**src/mem_pkg.sv**
```systemverilog
`default_nettype none

package mem_pkg;

    localparam int ADDR_W    = 32;
    localparam int DATA_W    = 64;
    localparam int STRB_W    = 8;
    localparam int MEM_WORDS = 256;

    // Word index and byte offset widths inside a byte address
    localparam int IDX_W = $clog2(MEM_WORDS);
    localparam int OFS_W = $clog2(STRB_W);

    typedef enum logic [1:0] {
        RESP_OKAY   = 2'd0,
        RESP_SLVERR = 2'd2
    } resp_e;

    typedef enum logic [1:0] {
        RD_IDLE,
        RD_FETCH,
        RD_LSU
    } rd_grant_e;

    typedef enum logic {
        SR_IDLE,
        SR_RESP
    } sram_rd_e;

    typedef enum logic {
        SW_IDLE,
        SW_RESP
    } sram_wr_e;

endpackage

`default_nettype wire

```
**src/mem_arbiter.sv**
```systemverilog
`timescale 1ns/100ps
`default_nettype none

module mem_arbiter import mem_pkg::*; (
    input  wire                clk,
    input  wire                rst,

    // Fetch read port
    input  wire                if_ar_valid_i,
    output logic               if_ar_ready_o,
    input  wire  [ADDR_W-1:0]  if_ar_addr_i,
    output logic               if_r_valid_o,
    input  wire                if_r_ready_i,
    output logic [DATA_W-1:0]  if_r_data_o,
    output resp_e              if_r_resp_o,

    // Load/store read port
    input  wire                ls_ar_valid_i,
    output logic               ls_ar_ready_o,
    input  wire  [ADDR_W-1:0]  ls_ar_addr_i,
    output logic               ls_r_valid_o,
    input  wire                ls_r_ready_i,
    output logic [DATA_W-1:0]  ls_r_data_o,
    output resp_e              ls_r_resp_o,

    // Load/store write port
    input  wire                ls_aw_valid_i,
    output logic               ls_aw_ready_o,
    input  wire  [ADDR_W-1:0]  ls_aw_addr_i,
    input  wire                ls_w_valid_i,
    output logic               ls_w_ready_o,
    input  wire  [DATA_W-1:0]  ls_w_data_i,
    input  wire  [STRB_W-1:0]  ls_w_strb_i,
    output logic               ls_b_valid_o,
    input  wire                ls_b_ready_i,
    output resp_e              ls_b_resp_o,

    // To the SRAM
    output logic               mem_ar_valid_o,
    input  wire                mem_ar_ready_i,
    output logic [ADDR_W-1:0]  mem_ar_addr_o,
    input  wire                mem_r_valid_i,
    output logic               mem_r_ready_o,
    input  wire  [DATA_W-1:0]  mem_r_data_i,
    input  resp_e              mem_r_resp_i,
    output logic               mem_aw_valid_o,
    input  wire                mem_aw_ready_i,
    output logic [ADDR_W-1:0]  mem_aw_addr_o,
    output logic               mem_w_valid_o,
    input  wire                mem_w_ready_i,
    output logic [DATA_W-1:0]  mem_w_data_o,
    output logic [STRB_W-1:0]  mem_w_strb_o,
    input  wire                mem_b_valid_i,
    output logic               mem_b_ready_o,
    input  resp_e              mem_b_resp_i
);

    rd_grant_e rd_state_q;
    rd_grant_e rd_state_d;
    logic      sel_ls;
    logic      if_r_hs;
    logic      ls_r_hs;

    // Fetch owns the read path in RD_IDLE and RD_FETCH
    assign sel_ls  = (rd_state_q == RD_LSU);
    assign if_r_hs = if_r_valid_o && if_r_ready_i;
    assign ls_r_hs = ls_r_valid_o && ls_r_ready_i;

    always_comb begin
        rd_state_d = rd_state_q;
        case (rd_state_q)
            RD_IDLE: begin
                if (if_ar_valid_i && mem_ar_ready_i) begin
                    rd_state_d = RD_FETCH;
                end else if (ls_ar_valid_i && !if_ar_valid_i) begin
                    rd_state_d = RD_LSU;
                end
            end
            RD_FETCH: begin
                if (if_r_hs) begin
                    rd_state_d = RD_IDLE;
                end
            end
            RD_LSU: begin
                if (ls_r_hs) begin
                    rd_state_d = RD_IDLE;
                end
            end
            default: begin
                rd_state_d = RD_IDLE;
            end
        endcase
    end

    always_ff @(posedge clk) begin
        if (rst) begin
            rd_state_q <= RD_IDLE;
        end else begin
            rd_state_q <= rd_state_d;
        end
    end

    // Read address mux
    assign mem_ar_valid_o = sel_ls ? ls_ar_valid_i : if_ar_valid_i;
    assign mem_ar_addr_o  = sel_ls ? ls_ar_addr_i  : if_ar_addr_i;
    assign if_ar_ready_o  = sel_ls ? 1'b0 : mem_ar_ready_i;
    assign ls_ar_ready_o  = sel_ls ? mem_ar_ready_i : 1'b0;

    // Idle side of the read data steering sees zeros
    assign mem_r_ready_o = sel_ls ? ls_r_ready_i : if_r_ready_i;
    assign if_r_valid_o  = sel_ls ? 1'b0 : mem_r_valid_i;
    assign if_r_data_o   = sel_ls ? '0 : mem_r_data_i;
    assign if_r_resp_o   = sel_ls ? RESP_OKAY : mem_r_resp_i;
    assign ls_r_valid_o  = sel_ls ? mem_r_valid_i : 1'b0;
    assign ls_r_data_o   = sel_ls ? mem_r_data_i : '0;
    assign ls_r_resp_o   = sel_ls ? mem_r_resp_i : RESP_OKAY;

    // Writes come only from load/store
    assign mem_aw_valid_o = ls_aw_valid_i;
    assign mem_aw_addr_o  = ls_aw_addr_i;
    assign ls_aw_ready_o  = mem_aw_ready_i;
    assign mem_w_valid_o  = ls_w_valid_i;
    assign mem_w_data_o   = ls_w_data_i;
    assign mem_w_strb_o   = ls_w_strb_i;
    assign ls_w_ready_o   = mem_w_ready_i;
    assign ls_b_valid_o   = mem_b_valid_i;
    assign ls_b_resp_o    = mem_b_resp_i;
    assign mem_b_ready_o  = ls_b_ready_i;

    // SRAM read responses only arrive while one port holds the grant
    r_granted_a: assert property (@(posedge clk) disable iff (rst)
        mem_r_valid_i |-> (rd_state_q != RD_IDLE))
        else $error("read response with no port granted");

    // Load/store grant only drops after its own r transfer
    ls_grant_hold_a: assert property (@(posedge clk) disable iff (rst)
        (rd_state_q == RD_LSU) && !ls_r_hs |=> (rd_state_q == RD_LSU))
        else $error("load/store grant released without r transfer");

    // Fetch response never lands outside its grant
    if_r_owner_a: assert property (@(posedge clk) disable iff (rst)
        if_r_valid_o |-> (rd_state_q == RD_FETCH))
        else $error("fetch r_valid outside fetch grant");

endmodule

`default_nettype wire

```
**config.mk**
```make
export PLATFORM = sky130hd
export DESIGN_NAME = mem_arbiter
export DESIGN_NICKNAME = d
export VERILOG_FILES = /design/src/mem_pkg.sv /design/src/mem_arbiter.sv
export SDC_FILE = /design/constraint.sdc
export NUM_CORES = 1
export LEC_CHECK = 0
export BUFFER_PORTS_ARGS = -buffer_cell sky130_fd_sc_hd__buf_4
export CORE_AREA = 5 5 202 204
export CTS_CLUSTER_SIZE = 16
export DETAILED_ROUTE_END_ITERATION = 10
export DIE_AREA = 0 0 207 209
export PLACE_DENSITY = 0.39
export RECOVER_POWER = 100
export SYNTH_ARGS = -nofsm -noshare
export SYNTH_HDL_FRONTEND = slang
export SYNTH_SLANG_ARGS = --single-unit
```
**constraint.sdc**
```tcl
create_clock -name clk -period 1.81 [get_ports clk]
set_clock_uncertainty 0.2 [all_clocks]
set_input_delay 0.543 -clock clk [delete_from_list [all_inputs] [get_ports clk]]
set_output_delay 0.543 -clock clk [all_outputs]
set_load 0.02 [all_outputs]
```
==> impl_results.md, run 1 <==
- Placement Rows: 73
- Floorplan die height: ~210 µm
- Max-cap violations: 0
- Final HPWL DP: 11.59 mm
- Xor/xnor share of the synthesized area: 0%
- Final worst-path cycle share: 124.8%
- Cell repeated most along the worst path: sky130_fd_sc_hd__buf_12
- Commonest cells after routing, fill and taps aside: 287 x sky130_fd_sc_hd__buf_4, 63 x sky130_fd_sc_hd__and2_1, 34 x sky130_fd_sc_hd__mux2_4, 34 x sky130_fd_sc_hd__buf_6, 28 x sky130_fd_sc_hd__nor2b_1
- Post-CTS clock slew at the launch and capture registers of the worst setup and hold paths: roughly 30 ps
- Main area contributors after synthesis: sky130_fd_sc_hd__buf_4 38%, sky130_fd_sc_hd__nor2b_1 19%, sky130_fd_sc_hd__and2_1 18%
- Startpoint type of the worst setup path: flop
- # fillers: around 4500
- Total count of hold-check failures in the final report: 0
- Routability congestion estimate: roughly 0.73
- Global-route wire length before repair: 18.29 mm
- Net Sw Power: 783.4 µW
- Area share of the largest cell type after synthesis: 38.37%
- Average cell area after synthesis: 7.487 µm²
- Vias in the first global route: 2956
- Worst max-slew margin expressed relative to the limit: 87.31%
- Starting density of the core: about 6.0%
- Class of the most critical setup path: flop to primary output
- Die boundary width: ~210 µm
- Adder and majority cell fraction of the synthesized area: 0%
- Gr usage total: under 10%
- Top-level I/O count: approximately 530
- Internal power: 1236 µW
- Gate power share: around four fifths
- Leading area contributor after synthesis: sky130_fd_sc_hd__buf_4
- Layout cells sized above 1: 81.21%
- Met3 wire length: 1.854 mm
- Registers with the highest flip-flop counts: rd_state_q x2
- Net count of the finished layout: slightly below 800
- Area grow syn2layout: 132.0%
- Peak clock frequency supported by timing: 0.4428 GHz
- Core occupancy in the finished layout: about 14%
- Die area: 43260 µm²
- Final-layout worst hold slack: 302.9 ps
- Synth unique cells: 14
- H-Tree Depth: 1
- Cell Count Post-Placement: 1037
- Routed length on met1: between 4 and 5 mm
- Arrival time of data at the critical path endpoint: approximately 1500 ps
- Simple-Gate Fraction of Synth Area: 37.99%
- Synthesized cell area: between 2000 and 2500 µm²
- Root buf cell: sky130_fd_sc_hd__clkbuf_16
- Shortest clock period the worst path allows after layout: 2258 ps
- Wire length per cell: about 13 µm
- Number of register bits inferred by synthesis: 2
- Failing checks: setup timing
- Via-per-instance ratio: 2.687
- # diodes: 0
- PortBufs: 307
- Seq pwr share: 2.5%
- Register ranked first by flip-flop count: rd_state_q
- Clk pwr share: around 16%
- Overflow after GRT: 0
- Max stage delay cell, worst path: sky130_fd_sc_hd__dfxtp_2
- CTS Sinks: 2
- Gate count after technology mapping: between 300 and 400
- Crit-path max cell delay: ~300 ps
- Compound-gate portion of the synthesized area: less than 1%
- Total power per unit cell area: 373.8 nW/µm²
- Number of antenna violations at the first check in global routing: 1
- DRC violation count after routing: 0
- Clock insertion delay at the later pin of the skew report: 220 ps
- TritonCTS clock tree: built
- Number of buffers created by CTS: 3
- Result of the run: complete, but fails checks
- Maximum vdd drop: about 200 µV
- Crit-path cells: nor2b_4 -> buf_4 -> buf_12 -> buf_12 -> buf_12 -> and2_1 -> buf_4
- Share of cell area taken by muxes after synthesis: between 10% and 20%
- Starting DRC count in detailed routing: 58
- Count of synthesis-stage warnings from yosys: 0
- Uppermost layer routed: met5
- Count of placed standard cells in the final layout, fillers left out: ~1100
- Floorplan core area: roughly 39000 µm²
- Syn Nets: ~560
- CP Capture Type: primary output
- Leakage Power: around 0.0027 µW
- Largest net degree at the start of global routing: 21
- Combinational family with the most area after synthesis: buffers and inverters
- Biggest fanout along the worst timing path: 5
- Slew at the pin with the worst max-slew slack: about 190 ps
- Final number of max-transition violations: 0
- Number of flip-flops under the largest register name: 2
- Switching share of power: 38.79%
- DRT antenna net count: 0
- Final setup viols: 170
- Number of vias in the routed layout: between 2000 and 3000
- Crit path setup slack, layout: -448.4 ps
- Length of the first detailed-routing pass in iterations: 4
- Most common cell after layout, fill and taps aside: sky130_fd_sc_hd__buf_4
- Unrepaired setup endpoints after global routing: yes
- Sequential-to-total area share from yosys stat: under 10%
- Clock buffer depth: 2
- Total wire length: 13.81 mm
- Tightest Hold Check Type: primary input to flop
- Met2 layer wire length in the routed design: between 6 and 7 mm
- Required time of the critical path: 1070 ps
[synth_stat cells]
library cell and number:
sky130_fd_sc_hd__a21oi_1 1, sky130_fd_sc_hd__and2_1 68, sky130_fd_sc_hd__and3_1 1, sky130_fd_sc_hd__buf_2 6, sky130_fd_sc_hd__buf_4 119, sky130_fd_sc_hd__buf_6 6
sky130_fd_sc_hd__dfxtp_1 2, sky130_fd_sc_hd__mux2_2 30, sky130_fd_sc_hd__mux2_4 4, sky130_fd_sc_hd__nand3_1 1, sky130_fd_sc_hd__nor2_1 1, sky130_fd_sc_hd__nor2b_1 70
sky130_fd_sc_hd__nor4_1 1, sky130_fd_sc_hd__o211a_1 1
[power by group through the flow]
stage               combinational [µW]  clock [µW]  sequential, µW
floorplan                         1090           0            51.8
global placement                  1460           0            50.9
detailed placement                1460           0            51.0
CTS                               1520         335            50.5
global route                      1730         343            50.9
finish                            1640         330            50.4
[metal layers]
metal	vias to the layer above	GRT usage (%)
met5	-	0
met4	2	2.941
met3	68	2.973
met2	260	9.543
met1	1218	4.861
li1	1279	-
[cell type report]
class | instances | area [µm²] | share of cell area (%)
timing repair buffer | 344 | 3007 | 55.65
clock buffer | 3 | 75.07 | 1.390
tap | 525 | 656.9 | 12.16
sequential | 2 | 41.29 | 0.7642
multi-input combinational | 178 | 1623 | 30.04
[kinds of logic (layout without fill, tap and decap cells)]
| family | Yosys count | in the layout |
|---|---|---|
| simple gates | 142 | 142 |
| mux | 34 | 34 |
| compound gates | 2 | 2 |
| buf+inv | 131 | 347 |
| flops | 2 | 2 |
[path summary, 6_finish.rpt]
| path | startpoint | to | slack, ps | cells past startpoint |
|---|---|---|---|---|
| min | rst | rd_state_q[0]$_SDFFE_PP0P_ | 300 | 2 |
| max reg2reg | rd_state_q[0]$_SDFFE_PP0P_ | rd_state_q[0]$_SDFFE_PP0P_ | 730 | 3 |
| min reg2reg | rd_state_q[1]$_SDFFE_PP0P_ | rd_state_q[0]$_SDFFE_PP0P_ | 310 | 2 |
| max | rd_state_q[1]$_SDFFE_PP0P_ | ls_r_data_o[46] | -450 | 7 |
[what timing repair did]
item                                   in CTS  in global routing
endpoints found under the hold margin       0                  0
setup buffers                               0                  3
resized for setup                          28                 50
hold buffers                                0                  0
cloned                                      2                  7
setup endpoints to repair                 170                170
pin swaps                                   1                  0
[critical path: cells and delay by family, from the launching register on]
family	cells	cell delay, ps
AND/OR/NAND/NOR	2	280
flip-flops	1	300
buffers and inverters	5	690
[per-stage QoR]
step	instance area, µm²	TNS [ps]	setup slack (ps)	power, µW
floorplan	2559	-2092	-75.04	1138
global placement	4763	-18850	-200.2	1516
detailed placement	4763	-20950	-230.5	1512
CTS	5005	-59450	-460.4	1910
global route	5403	-68320	-502.9	2127
finish	5403	-57250	-448.4	2019
No activity file was read; power rests on OpenSTA's default activity.
==> inputs of run 2 (changes only) <==
- CORE_AREA: 5 5 202 204 -> 5 5 201 203
- DIE_AREA: 0 0 207 209 -> 0 0 206 208
- PLACE_DENSITY: 0.39 -> 0.38
- SKIP_CTS_REPAIR_TIMING: default -> 1
- clock period: 1.81 -> 2.2 ns (I/O delays scaled with it)
==> impl_results.md, run 2 (same netlist as run 1, synthesis figures left out) <==
- # fillers: 4396 (-2.0%)
- Net Sw Power: 608.9 µW (-22%)
- Placement Rows: 72 (-1.4%)
- Length in cells of the worst reg-to-reg path: 3 (unchanged)
- Die boundary width: 206 µm (-0.48%)
- Startpoint type of the worst setup path: flop
- Uppermost layer routed: met5
- Global-route wire length before repair: 16.26 mm (-11%)
- Tightest Hold Check Type: flop to flop
- # diodes: 0 (unchanged)
- CP Capture Type: primary output
- Total wire length: 13.21 mm (-4.4%)
- Total power per unit cell area: 312.8 nW/µm² (-16%)
- Reg-to-reg startpoint: rd_state_q[0]$_SDFFE_PP0P_
- Gr usage total: 4.850% (-0.51 points)
- Wire length per cell: 12.84 µm (-2.2%)
- Largest net degree at the start of global routing: 53 (+150%)
- Routed length on met1: 3.840 mm (-12%)
- Net count of the finished layout: 763 (-2.1%)
- Total count of hold-check failures in the final report: 0 (unchanged)
- Commonest cells after routing, fill and taps aside: 282 x sky130_fd_sc_hd__buf_4, 67 x sky130_fd_sc_hd__nor2b_1, 63 x sky130_fd_sc_hd__and2_1
- Routability congestion estimate: 0.6851 (-6.4%)
- H-Tree Depth: 1 (unchanged)
- Required time of the critical path: 1340 ps (+270 ps)
- Floorplan die height: 208 µm (-0.48%)
- Switching share of power: 39.85% (+1.1 points)
- Top-level I/O count: 532 (unchanged)
- Arrival time of data at the critical path endpoint: 1540 ps (+20 ps)
- Clock buffer depth: 2 (unchanged)
- Final-layout worst hold slack: 315.9 ps (+13.04 ps)
- Length of the first detailed-routing pass in iterations: 4 (unchanged)
- Result of the run: complete, but fails checks
- DRC violation count after routing: 0 (unchanged)
- Cell Count Post-Placement: 1017 (-1.9%)
- Starting DRC count in detailed routing: 66 (+14%)
- Post-CTS clock slew at the launch and capture registers of the worst setup and hold paths: 30 ps (about the same)
- Area grow syn2layout: 109.8%
- Number of flip-flops under the largest register name: 2 (unchanged)
- Crit-path cells: nor2b_4 -> buf_12 -> clkbuf_16 -> mux2_2 -> buf_6
- Max-cap violations: 0 (unchanged)
- DRT antenna net count: 0 (unchanged)
- Failing checks: setup timing
- Final HPWL DP: 10.77 mm (-7.1%)
- Peak clock frequency supported by timing: around 0.42 GHz
- Clock insertion delay at the later pin of the skew report: 220 ps (about the same)
- Flop2flop setup slack: 1080 ps (+350 ps)
- Unrepaired setup endpoints after global routing: yes
- Worst max-slew margin expressed relative to the limit: 84.40% (-2.9 points)
- CTS Sinks: 2 (unchanged)
- Number of buffers created by CTS: 3 (unchanged)
- Overflow after GRT: 0 (unchanged)
- Layout cells sized above 1: 73.19% (-8.0 points)
- Power, Total: 1528 µW (-24%)
- Met2 layer wire length in the routed design: 6.585 mm (-3.9%)
- PortBufs: 307 (unchanged)
- Worst min-delay path startpoint: rd_state_q[1]$_SDFFE_PP0P_
- Crit path setup slack, layout: -199.2 ps (+249.1 ps)
- Starting density of the core: 6.082% (+0.13 points)
- Floorplan core area: 38290 µm² (-2.1%)
- Buffers and inverters on the worst path: 3 (-2)
- Worst min-delay path endpoint: rd_state_q[0]$_SDFFE_PP0P_
- Die area: 42850 µm² (-0.96%)
- Registers with the highest flip-flop counts: rd_state_q x2
- Count of placed standard cells in the final layout, fillers left out: 1029 (-2.2%)
- Number of antenna violations at the first check in global routing: 1 (unchanged)
- Final number of max-transition violations: 0 (unchanged)
- Register ranked first by flip-flop count: rd_state_q
- Core occupancy in the finished layout: 12.76% (-1.1 points)
- Clk pwr share: 17.6% (+1.3 points)
- Crit-path leading delay family: buffers and inverters
- Slew at the pin with the worst max-slew slack: 231.9 ps (+43.35 ps)
- Max stage delay cell, worst path: sky130_fd_sc_hd__mux2_2
- Crit-path max cell delay: 340 ps (+40 ps)
- Root buf cell: sky130_fd_sc_hd__clkbuf_16
- Maximum vdd drop: 166.5 µV (-19%)
- Endpoint of the lowest-slack register-to-register path: rd_state_q[0]$_SDFFE_PP0P_
- Final setup viols: 160 (-5.9%)
- Hold Path Cell Cnt: 2 (unchanged)
- Most common cell after layout, fill and taps aside: sky130_fd_sc_hd__buf_4
- TritonCTS clock tree: built
- Shortest clock period the worst path allows after layout: 2399 ps
- Class of the most critical setup path: flop to primary output
- Number of vias in the routed layout: 2682 (-5.1%)
- Seq pwr share: 2.8% (+0.3 points)
- Via-per-instance ratio: 2.606 (-3.0%)
- Met3 wire length: 2.162 mm (+17%)
- Final worst-path cycle share: 109.1%
- Biggest fanout along the worst timing path: 7 (+2)
- Leakage Power: 0.002382 µW (-11%)
- Internal power: 919.1 µW (-26%)
- Gate power share: 79.6% (-1.6 points)
- Vias in the first global route: 2697 (-8.8%)
[run 2: cell count changes in the layout (fill, tap and decap cells not counted), moves of 4 or more]
cell | previous run | this run
sky130_fd_sc_hd__buf_4 | 287 | 282
sky130_fd_sc_hd__mux2_4 | 34 | 24
sky130_fd_sc_hd__nor2b_4 | 19 | 2
sky130_fd_sc_hd__nor2b_1 | 28 | 67
sky130_fd_sc_hd__mux2_2 | 0 | 10
sky130_fd_sc_hd__clkbuf_16 | 10 | 6
sky130_fd_sc_hd__nor2b_2 | 23 | 1
[run 2: power by group through the flow]
stage | Clock, µW | Sequential, µW | Combinational [µW]
global placement | 0 | 41.6 | 1110
finish | 270 | 42.1 | 1220
floorplan | 0 | 41.6 | 829
CTS | 276 | 41.5 | 1110
global route | 283 | 42.4 | 1290
detailed placement | 0 | 41.8 | 1100
[run 2: how the worst max path moves through the flow]
stage	from	end	slack, ps	cells past startpoint
6_report	rd_state_q[1]$_SDFFE_PP0P_	mem_ar_valid_o	-200	5
5_1_grt	rd_state_q[1]$_SDFFE_PP0P_	mem_ar_addr_o[1]	-260	5
4_1_cts	rd_state_q[1]$_SDFFE_PP0P_	mem_ar_addr_o[22]	-210	4
3_5_place_dp	rd_state_q[1]$_SDFFE_PP0P_	mem_ar_addr_o[22]	30	4
3_3_place_gp	rd_state_q[1]$_SDFFE_PP0P_	mem_ar_addr_o[24]	30	4
2_1_floorplan	rd_state_q[1]$_SDFFE_PP0P_	if_r_data_o[32]	170	5
[run 2: tightest hold or removal path, cell delays in order (launching register included)]
cell,delay (ps)
sky130_fd_sc_hd__dfxtp_2,320
sky130_fd_sc_hd__buf_4,110
sky130_fd_sc_hd__nor4_1,40
[run 2: per-stage QoR]
step	area (µm²)	worst slack, ps	TNS, ps
2_1_floorplan	2328	168.3	0
3_3_place_gp	4425	31.89	0
3_5_place_dp	4425	33.36	0
4_1_cts	4501	-210.2	-17730
5_1_grt	4885	-255.1	-26020
6_report	4885	-199.2	-14370
[run 2: routing by layer]
metal | up-vias | track usage, %
li1 | 1249 | -
met1 | 1116 | 4.402
met2 | 259 | 8.418
met3 | 56 | 3.021
met4 | 2 | 2.386
met5 | - | 0
[run 2: area by class of cell]
| class | instances | area (µm²) | area share (%) |
|---|---|---|---|
| multi-input combinational | 178 | 1403 | 28.71 |
| timing repair buffer | 328 | 2716 | 55.61 |
| sequential | 2 | 42.54 | 0.8709 |
| clock buffer | 3 | 75.07 | 1.537 |
| tap | 518 | 648.1 | 13.27 |
==> inputs of run 3 (changes only) <==
- CELL_PAD_IN_SITES_DETAIL_PLACEMENT: default -> 1
- CELL_PAD_IN_SITES_GLOBAL_PLACEMENT: default -> 2
- CORE_AREA: 5 5 201 203 -> 5 5 206 208
- DIE_AREA: 0 0 206 208 -> 0 0 211 213
- PLACE_DENSITY: 0.38 -> 0.69
==> impl_results.md, run 3 (same netlist as run 1, synthesis figures left out) <==
- Number of buffers created by CTS: 3 (unchanged)
- Placement Rows: 74 (+2.8%)
- Gr usage total: 5.132% (+0.28 points)
- Arrival time of data at the critical path endpoint: 1530 ps (about the same)
- Shortest clock period the worst path allows after layout: 2391 ps (-8.089 ps)
- Tightest Hold Check Type: flop to flop
- Global-route wire length before repair: 17.53 mm (+7.8%)
- Worst setup path startpoint: rd_state_q[1]$_SDFFE_PP0P_
- CTS Sinks: 2 (unchanged)
- H-Tree Depth: 1 (unchanged)
- Starting DRC count in detailed routing: 42 (-36%)
- Most common cell after layout, fill and taps aside: sky130_fd_sc_hd__buf_4
- Leakage Power: 0.002453 µW (+3.0%)
- Biggest fanout along the worst timing path: 21 (+14)
- Worst min-delay path startpoint: rd_state_q[1]$_SDFFE_PP0P_
- Top-level I/O count: 532 (unchanged)
- Total power per unit cell area: 315.0 nW/µm² (+0.70%)
- Starting density of the core: 5.768% (-0.31 points)
- Die boundary width: 211 µm (+2.4%)
- Net count of the finished layout: 768 (+0.66%)
- Overflow after GRT: 0 (unchanged)
- Required time of the critical path: 1340 ps (about the same)
- Floorplan core area: 40370 µm² (+5.4%)
- Unrepaired setup endpoints after global routing: yes
- Final-layout worst hold slack: 323.7 ps (+7.826 ps)
- Root buf cell: sky130_fd_sc_hd__clkbuf_16
- Total wire length: 15.86 mm (+20%)
- Number of flip-flops under the largest register name: 2 (unchanged)
- Clock buffer depth: 2 (unchanged)
- # diodes: 0 (unchanged)
- Via-per-instance ratio: 2.700 (+3.6%)
- Largest net degree at the start of global routing: 72 (+36%)
- Final setup viols: 167 (+4.4%)
- CP Capture Type: primary output
- Routability congestion estimate: 0.7427 (+8.4%)
- Worst max-slew margin expressed relative to the limit: 85.79% (+1.4 points)
- Wire length per cell: 15.13 µm (+18%)
- Commonest cells after routing, fill and taps aside: 270 x sky130_fd_sc_hd__buf_4, 63 x sky130_fd_sc_hd__nor2b_1, 45 x sky130_fd_sc_hd__and2_1
- Crit path setup slack, layout: -191.1 ps (+8.089 ps)
- DRC violation count after routing: 0 (unchanged)
- Class of the most critical setup path: flop to primary output
- Die area: 44940 µm² (+4.9%)
- DRT antenna net count: 0 (unchanged)
- Number of vias in the routed layout: 2830 (+5.5%)
- Post-CTS clock slew at the launch and capture registers of the worst setup and hold paths: 30 ps (about the same)
- Vias in the first global route: 2870 (+6.4%)
- Startpoint type of the worst setup path: flop
- PortBufs: 307 (unchanged)
- Layout cells sized above 1: 77.52% (+4.3 points)
- TritonCTS clock tree: built
- Floorplan die height: 213 µm (+2.4%)
- Clock insertion delay at the later pin of the skew report: 220 ps (about the same)
- Final number of max-transition violations: 0 (unchanged)
- Reg-to-reg startpoint: rd_state_q[0]$_SDFFE_PP0P_
- Register ranked first by flip-flop count: rd_state_q
- Length of the first detailed-routing pass in iterations: 4 (unchanged)
- Slew at the pin with the worst max-slew slack: 211.2 ps (-20.70 ps)
- Peak clock frequency supported by timing: 0.4182 GHz (+0.34%)
- Max-cap violations: 0 (unchanged)
- Registers with the highest flip-flop counts: rd_state_q x2
- Final worst-path cycle share: 108.7% (-0.37 points)
- Final HPWL DP: 12.48 mm (+16%)
- Result of the run: complete, but fails checks
- Failing checks: setup timing
- Total count of hold-check failures in the final report: 0 (unchanged)
- Maximum vdd drop: 187.8 µV (+13%)
- Placement-stage worst setup slack: -46.13 ps (-79.49 ps)
- Area grow syn2layout: 119.7%
- # fillers: 4873 (+11%)
- Number of antenna violations at the first check in global routing: 0 (-1)
-- run 3: cell count changes in the layout (fill, tap and decap cells not counted), sizes merged --
cell / previous run / this run
clkbuf: 8 / 11
buf: 323 / 325
-- run 3: power breakdown --
part	leakage, µW	internal [µW]	total, µW	switching, µW
sequential	0.0000168	39.6	41.7	2.12
clock	0.0000370	231	269	38.3
combinational	0.00240	688	1300	613
total	0.00245	959	1610	653
-- run 3: area by class of cell --
| class | instances | area [µm²] | area share, % |
|---|---|---|---|
| repair buffers | 333 | 2899 | 56.66 |
| multi-input cells | 178 | 1435 | 28.05 |
| clock buffers | 3 | 75.07 | 1.467 |
| flip-flops and latches | 2 | 41.29 | 0.8070 |
| well taps | 532 | 665.6 | 13.01 |
-- run 3: worst max-delay path: stages (launching register included) --
cell	delay (ps)
sky130_fd_sc_hd__dfxtp_2	320
sky130_fd_sc_hd__nor2b_4	200
sky130_fd_sc_hd__buf_12	200
sky130_fd_sc_hd__mux2_2	390
sky130_fd_sc_hd__buf_4	170
-- run 3: final timing paths --
path,depth (start not counted),slack [ps],to
worst max register to register,3,1100,rd_state_q[0]$_SDFFE_PP0P_
worst min-delay path,2,320,rd_state_q[0]$_SDFFE_PP0P_
worst min register to register,2,320,rd_state_q[0]$_SDFFE_PP0P_
worst max-delay path,4,-190,mem_ar_addr_o[11]
-- run 3: through the flow --
step | instance area, µm² | instances | power [µW] | setup TNS [ps] | util (%)
floorplan | 2328 | 311 | 870.8 | 0 | -
global placement | 4405 | 1026 | 1154 | -313.4 | 10.91
detailed placement | 4405 | 1026 | 1161 | -255.1 | 10.91
CTS | 4481 | 1029 | 1438 | -21830 | 11.10
global route | 5116 | 1048 | 1704 | -27990 | 12.67
finish | 5116 | 1048 | 1612 | -16780 | 12.67
-- run 3: per-layer routing --
| metal | GRT usage (%) | share of wire [%] |
|---|---|---|
| met1 | 5.147 | 35 |
| met2 | 8.975 | 48 |
| met3 | 2.777 | 13 |
| met4 | 1.967 | 4.1 |
| met5 | 0 | 0 |
